## src/hdl/i2s_pkg.sv

```systemverilog
package i2s_pkg;

    // one left-channel sample per frame
    localparam int SAMPLE_W = 16;

    typedef logic [SAMPLE_W-1:0] sample_t;

    // delay bit after the lrck fall plus the data bits
    localparam int SLOT_BITS = SAMPLE_W + 1;

    // must hold SLOT_BITS
    typedef logic [4:0] bit_cnt_t;

endpackage

```

## src/hdl/rec_pkg.sv

```systemverilog
package rec_pkg;

    localparam int ADDR_W = 20;

    // word address into the sample memory
    typedef logic [ADDR_W-1:0] addr_t;

    typedef enum logic [1:0] {
        ST_IDLE    = 2'd0,
        ST_WAIT    = 2'd1,  // armed, next lrck fall starts capture
        ST_CAPTURE = 2'd2,
        ST_PAUSE   = 2'd3
    } rec_state_t;

    // wraps after 15
    typedef logic [3:0] second_t;

endpackage

```

## src/hdl/lane_sample_if.sv

```systemverilog
interface lane_sample_if;
    import i2s_pkg::*;

    logic    valid;    // level, held until clear
    sample_t sample;
    logic    overrun;  // sticky, new sample landed on a held one
    logic    clear;    // one-cycle pulse from the writer

    modport lane (
        output valid,
        output sample,
        output overrun,
        input  clear
    );

    modport drain (
        input  valid,
        input  sample,
        output clear
    );

endinterface

```

## src/hdl/rec_sequencer.sv

```systemverilog
module rec_sequencer #(
    parameter int FRAMES_PER_SEC = 48000
) (
    input  logic             i_bclk,
    input  logic             i_rst_n,
    input  logic             i_daclrck,
    input  logic             i_start,
    input  logic             i_pause,
    input  logic             i_stop,
    output logic             o_take,
    output logic             o_new_take_run,
    output rec_pkg::second_t o_second,
    output logic             o_recording
);
    import i2s_pkg::*;
    import rec_pkg::*;

    localparam int FCNT_W = $clog2(FRAMES_PER_SEC + 1);

    rec_state_t        state_r;
    rec_state_t        state_w;
    logic              lrck_q;
    logic              lrck_fall;
    logic              recording;
    logic              fresh_start;
    logic              last_frame;
    logic [FCNT_W-1:0] frame_cnt_r;
    second_t           second_r;
    logic              new_run_r;

    assign lrck_fall   = lrck_q & ~i_daclrck;
    assign recording   = (state_r == ST_CAPTURE) || (state_r == ST_WAIT);
    assign fresh_start = (state_r == ST_IDLE) && i_start && !i_stop;
    assign last_frame  = (frame_cnt_r == FCNT_W'(FRAMES_PER_SEC - 1));

    // a pause or stop in the fall cycle wins and that frame is not taken
    assign o_take = lrck_fall && recording && !i_stop && !i_pause;

    assign o_recording    = recording;
    assign o_second       = second_r;
    assign o_new_take_run = new_run_r;

    always_comb begin
        state_w = state_r;
        if (i_stop) begin
            state_w = ST_IDLE;
        end else begin
            case (state_r)
                ST_IDLE: begin
                    if (i_start) begin
                        state_w = ST_WAIT;
                    end
                end
                ST_WAIT: begin
                    if (i_pause) begin
                        state_w = ST_PAUSE;
                    end else if (o_take) begin
                        state_w = ST_CAPTURE;
                    end
                end
                ST_CAPTURE: begin
                    if (i_pause) begin
                        state_w = ST_PAUSE;
                    end
                end
                ST_PAUSE: begin
                    if (i_start) begin
                        state_w = ST_WAIT;  // resume keeps address and seconds
                    end
                end
                default: state_w = ST_IDLE;
            endcase
        end
    end

    always_ff @(posedge i_bclk or negedge i_rst_n) begin
        if (!i_rst_n) begin
            state_r     <= ST_IDLE;
            lrck_q      <= 1'b0;  // no false fall out of reset
            new_run_r   <= 1'b0;
            frame_cnt_r <= '0;
            second_r    <= '0;
        end else begin
            state_r   <= state_w;
            lrck_q    <= i_daclrck;
            new_run_r <= fresh_start;
            if (fresh_start) begin
                frame_cnt_r <= '0;
                second_r    <= '0;
            end else if (o_take) begin
                if (last_frame) begin
                    frame_cnt_r <= '0;
                    second_r    <= second_r + 1'b1;
                end else begin
                    frame_cnt_r <= frame_cnt_r + 1'b1;
                end
            end
        end
    end

    // lanes need the whole slot before the next take
    a_take_spacing: assert property (
        @(posedge i_bclk) disable iff (!i_rst_n)
        o_take |=> (!o_take) [*SLOT_BITS - 1]
    );

endmodule

```

## src/hdl/i2s_rx_lane.sv

```systemverilog
module i2s_rx_lane (
    input  logic i_bclk,
    input  logic i_rst_n,
    input  logic i_take,
    input  logic i_adcdat,
    lane_sample_if.lane s
);
    import i2s_pkg::*;

    bit_cnt_t            bit_cnt_r;  // 0 when not capturing
    logic [SAMPLE_W-2:0] shift_r;    // last data bit goes straight to sample
    logic                shifting;
    logic                done;

    assign shifting = (bit_cnt_r != '0);
    assign done     = (bit_cnt_r == bit_cnt_t'(SLOT_BITS - 1));

    // take cycle is the delay bit, so count it but don't shift
    always_ff @(posedge i_bclk or negedge i_rst_n) begin
        if (!i_rst_n) begin
            bit_cnt_r <= '0;
        end else if (i_take) begin
            bit_cnt_r <= bit_cnt_t'(1);
        end else if (done) begin
            bit_cnt_r <= '0;
        end else if (shifting) begin
            bit_cnt_r <= bit_cnt_r + 1'b1;
        end
    end

    always_ff @(posedge i_bclk) begin
        if (shifting) begin
            shift_r <= {shift_r[SAMPLE_W-3:0], i_adcdat};  // msb first
        end
        if (done) begin
            s.sample <= {shift_r, i_adcdat};
        end
    end

    always_ff @(posedge i_bclk or negedge i_rst_n) begin
        if (!i_rst_n) begin
            s.valid   <= 1'b0;
            s.overrun <= 1'b0;
        end else if (done) begin
            s.valid <= 1'b1;
            if (s.valid && !s.clear) begin
                s.overrun <= 1'b1;
            end
        end else if (s.clear) begin
            s.valid <= 1'b0;
        end
    end

    // the writer has to drain every sample before the next frame lands
    a_no_overrun: assert property (
        @(posedge i_bclk) disable iff (!i_rst_n)
        !s.overrun
    );

endmodule

```

## src/hdl/sample_writer.sv

```systemverilog
module sample_writer #(
    parameter int NUM_LANES = 4
) (
    input  logic             i_bclk,
    input  logic             i_rst_n,
    input  logic             i_new_take_run,
    lane_sample_if.drain     s [NUM_LANES],
    output logic             o_wr_en,
    output rec_pkg::addr_t   o_wr_addr,
    output i2s_pkg::sample_t o_wr_data
);
    import i2s_pkg::*;
    import rec_pkg::*;

    localparam int SEL_W = (NUM_LANES > 1) ? $clog2(NUM_LANES) : 1;

    logic [NUM_LANES-1:0] valid_v;
    logic [NUM_LANES-1:0] clear_r;
    logic [NUM_LANES-1:0] pending;
    logic [NUM_LANES-1:0] pick;
    logic                 any_pending;
    sample_t              sample_v [NUM_LANES];
    logic [SEL_W-1:0]     sel;
    addr_t                next_addr_r;
    addr_t                base_addr;

    for (genvar i = 0; i < NUM_LANES; i++) begin : g_lane
        assign valid_v[i]  = s[i].valid;
        assign sample_v[i] = s[i].sample;
        assign s[i].clear  = clear_r[i];

        // lane must let go of valid one cycle after its clear
        a_valid_drops: assert property (
            @(posedge i_bclk) disable iff (!i_rst_n)
            s[i].clear |=> !s[i].valid
        );
    end

    // a lane being cleared still shows valid for this cycle
    assign pending     = valid_v & ~clear_r;
    assign any_pending = |pending;
    assign pick        = pending & (~pending + 1'b1);  // lowest lane only

    always_comb begin
        sel = '0;
        for (int i = NUM_LANES - 1; i >= 0; i--) begin
            if (pending[i]) begin
                sel = SEL_W'(i);
            end
        end
    end

    // a new run restarts at 0 even if a write goes out this cycle
    assign base_addr = i_new_take_run ? '0 : next_addr_r;

    always_ff @(posedge i_bclk or negedge i_rst_n) begin
        if (!i_rst_n) begin
            o_wr_en     <= 1'b0;
            clear_r     <= '0;
            next_addr_r <= '0;
        end else begin
            o_wr_en     <= any_pending;
            clear_r     <= pick;
            next_addr_r <= any_pending ? base_addr + 1'b1 : base_addr;
        end
    end

    always_ff @(posedge i_bclk) begin
        if (any_pending) begin
            o_wr_addr <= base_addr;
            o_wr_data <= sample_v[sel];
        end
    end

endmodule

```

## src/hdl/aud_rec_top.sv

```systemverilog
module aud_rec_top #(
    parameter int NUM_LANES      = 4,
    parameter int FRAMES_PER_SEC = 48000
) (
    input  logic                 i_bclk,
    input  logic                 i_rst_n,
    input  logic                 i_daclrck,
    input  logic [NUM_LANES-1:0] i_adcdat,
    input  logic                 i_start,
    input  logic                 i_pause,
    input  logic                 i_stop,
    output logic                 o_wr_en,
    output rec_pkg::addr_t       o_wr_addr,
    output i2s_pkg::sample_t     o_wr_data,
    output rec_pkg::second_t     o_second,
    output logic                 o_recording
);

    logic take;
    logic new_take_run;

    lane_sample_if lane_bus [NUM_LANES] ();

    rec_sequencer #(
        .FRAMES_PER_SEC (FRAMES_PER_SEC)
    ) u_seq (
        .i_bclk         (i_bclk),
        .i_rst_n        (i_rst_n),
        .i_daclrck      (i_daclrck),
        .i_start        (i_start),
        .i_pause        (i_pause),
        .i_stop         (i_stop),
        .o_take         (take),
        .o_new_take_run (new_take_run),
        .o_second       (o_second),
        .o_recording    (o_recording)
    );

    // one receiver per adc data line, all on the same take
    for (genvar g = 0; g < NUM_LANES; g++) begin : g_rx
        i2s_rx_lane u_lane (
            .i_bclk   (i_bclk),
            .i_rst_n  (i_rst_n),
            .i_take   (take),
            .i_adcdat (i_adcdat[g]),
            .s        (lane_bus[g])
        );
    end

    sample_writer #(
        .NUM_LANES (NUM_LANES)
    ) u_writer (
        .i_bclk         (i_bclk),
        .i_rst_n        (i_rst_n),
        .i_new_take_run (new_take_run),
        .s              (lane_bus),
        .o_wr_en        (o_wr_en),
        .o_wr_addr      (o_wr_addr),
        .o_wr_data      (o_wr_data)
    );

endmodule

```

## config.mk

```make
export PLATFORM = sky130hd
export DESIGN_NAME = aud_rec_top
export DESIGN_NICKNAME = d
export VERILOG_FILES = /design/src/hdl/i2s_pkg.sv /design/src/hdl/rec_pkg.sv /design/src/hdl/lane_sample_if.sv /design/src/hdl/rec_sequencer.sv /design/src/hdl/i2s_rx_lane.sv /design/src/hdl/sample_writer.sv /design/src/hdl/aud_rec_top.sv
export SDC_FILE = /design/constraint.sdc
export NUM_CORES = 1
export LEC_CHECK = 0
export BUFFER_PORTS_ARGS = -buffer_cell sky130_fd_sc_hd__buf_2
export CORE_MARGIN = 1
export CORE_UTILIZATION = 59
export DETAILED_ROUTE_END_ITERATION = 10
export PLACE_DENSITY = 0.85
export REMOVE_ABC_BUFFERS = 1
export SLEW_MARGIN = 20
export SYNTH_ARGS = -nofsm -noshare
export SYNTH_HDL_FRONTEND = slang
export SYNTH_HIERARCHICAL = 1
export SYNTH_SLANG_ARGS = --single-unit
export TNS_END_PERCENT = 30
```

## constraint.sdc

```tcl
create_clock -name i_bclk -period 2.95 [get_ports i_bclk]
set_input_delay 0.4425 -clock i_bclk [delete_from_list [all_inputs] [get_ports i_bclk]]
set_output_delay 0.4425 -clock i_bclk [all_outputs]
set_load 0.005 [all_outputs]
```

==> out/metrics.cfg <==
[place]
dp.cells = 831
port_buffers = 51
globalplace.congestion = 0.820
dpl_cell_area_sq_um = 9800
post-dp-hpwl_mm = 10.5

[power]
p_per_area_nw_per_um2 = 1010
p_clk_share_pct = 26.8
p_comb_share_pct = 20.9
swShare_pct = 28.8
switching_power_mw = 3.06
internal-power_mw = 7.57
peakVddDrop_mv = 0.505
leakage_nw = 4.22
finalPower_mw = 10.6
seqPwrFrac_pct = 52.3

[final_layout]
n_antenna_cell = 0
post-route-cell-area_sq_um = 10500
synthToLayoutAreaGrowth_pct = 13.6
fin_nets = 670
fin_cells = 873
drive_gt1_share_pct = 21.9

[global_route]
track_usage_pct = 21.6
global_route.overflow_total = 0
grt_pass1_wl_mm = 27.0
grt_pass1_vias = 5244
antenna_found_initial = 0
grt_max_degree = 36

[synthesis]
ys_warn_count = 6
syn_avg_cell_area_sq_um = 16.3
syn-instance-count = 570
netlist_area_sq_um = 9290

[setup_path]
start_kind = flop
cp.arrival_ns = 2.67
cp.required_ns = 3.37
worstSetupEndpointType = flop
path_max_fanout = 14
ff2ff_setup_slack_ns = 0.70
path_class = flop to flop

[drt]
drc = 0
vias = 5068
wirelength_mm = 17.0
drtIter0Drc = 338
antenna_left = 0
detail_route.wl_per_cell_um = 19.5
detail_route.vias_per_cell = 5.81
drt-pass1-iter-count = 4

[floorplan]
dieHeight_um = 127
start_util_pct = 60.9
die_w_um = 127
io_pins = 52
core_sq_um = 15300
rows = 45
dieArea_sq_um = 16200

[sta]
min_period_ns = 2.25
setup_viol = 0
tightestPinTransition_ns = 0.843
fin_skew_ns = 0.0155
hold_viol_final = 0
drv_slew = 0
fmax_ghz = 0.445
slew-limit-headroom_pct = 43.7
fin_crit_sh_pct = 76.2
final.setup.tns_ns = 0
rsz0062_at_grt = no

[cts]
clock_latency_ns = 0.51
htreeDepth = 1
cts_sinks = 233
cts.path.max_buffers = 3
cts_tree = built
cts_inserted_buffers = 23
ctsResizeCount = 0
cts-root-buf = clkbuf_16
clk_pin_slew_worst_paths_ns = 0.06

[outcome]
status = finished, final reports clean

[hold_path]
hold_path.class = primary input to flop

[run]
maxCapViolCount = 0

[cell usage in the layout, fill, tap and decap left out, types with 10 or more instances in the layout]
cell type and count:
nand2b_1 22, xor2_1 12, mux4_2 16, xnor2_1 14, nor2_1 25, dfrtp_1 73
buf_2 51, inv_1 28, clkbuf_16 23, ha_1 14, edfxtp_1 160, or4_1 10
a21oi_1 29, nand3_1 16, o31ai_1 10, nor2b_1 13, nand2_1 26
[metrics by stage]
step	hold WS [ns]	setup WS (ns)	util, %
after CTS	0.0619	0.743	69.1
after floorplan	0.147	0.784	-
after global routing	0.0693	0.636	69.1
after global placement	0.311	0.880	64.2
final	0.0744	0.701	69.1
after detailed placement	0.317	0.739	64.2
[state kept, by name (all words and copies together) (netlist names), 2 cells and up]
name                   flops
g_rx.u_lane/bit_cnt_r     20
g_rx.u_lane/s.sample      64
g_rx.u_lane/s.valid        4
g_rx.u_lane/shift_r       60
u_seq/frame_cnt_r         16
u_seq/o_second             4
u_seq/state_r              2
u_writer/clear_r           4
u_writer/next_addr_r      20
u_writer/o_wr_addr        20
u_writer/o_wr_data        16
[worst max-delay path, cell delays in order, from the launching register on]
cell and delay, ns:
dfrtp_1 0.38, inv_1 0.08, ha_1 0.35, nor3b_4 0.38, a32oi_2 0.25, or4_1 0.56
a21oi_1 0.16
[metal layers]
layer / vias up / part of all wire (%) / global-route usage (%)
li1: 2288 / - / -
met1: 2592 / 42 / 28.5
met2: 155 / 51 / 36.9
met3: 33 / 5.0 / 3.52
met4: 0 / 1.9 / 7.35
met5: - / 0 / 0
[timing repair]
item                                   4_1_cts  5_1_grt
hold buffers                                 1        0
buffers inserted                             0        0
endpoints found under the hold margin        8        0
[power by group through the flow]
stage | Sequential [mW] | Clock [mW] | Combinational [mW]
2_1_floorplan | 5.45 | 0 | 1.42
3_3_place_gp | 5.50 | 0 | 2.07
3_5_place_dp | 5.59 | 0 | 2.21
4_1_cts | 5.56 | 2.91 | 2.25
5_1_grt | 5.66 | 3.03 | 2.42
6_report | 5.56 | 2.85 | 2.22
[path summary, 6_finish.rpt]
kind | cells after the start | to | startpoint
setup / recovery | 6 | u_seq/frame_cnt_r[13]$_DFFE_PN0P_ | u_seq/state_r[0]$_DFFE_PN0P_
hold / removal | 1 | u_seq/lrck_q$_DFF_PN0_ | i_daclrck
setup reg to reg | 6 | u_seq/frame_cnt_r[13]$_DFFE_PN0P_ | u_seq/state_r[0]$_DFFE_PN0P_
hold reg to reg | 0 | g_rx[1].u_lane/s.sample[15]$_DFFE_PN_ | g_rx[1].u_lane/shift_r[14]$_DFFE_PP_
max in group asynchronous | 3 | g_rx[2].u_lane/bit_cnt_r[3]$_DFFE_PN0P_ | i_rst_n
min in group asynchronous | 2 | u_seq/state_r[0]$_DFFE_PN0P_ | i_rst_n
[cell type report]
type                       instances  area [sq um]
inverter                          28           105
multi-input combinational        301          2490
timing repair buffer              59           318
clock buffer                      30           632
sequential                       233          6630
tap                              211           264
clock inverter                    11           108
fill                             952          4710
Note: power is estimated with default switching activity, not from simulation.
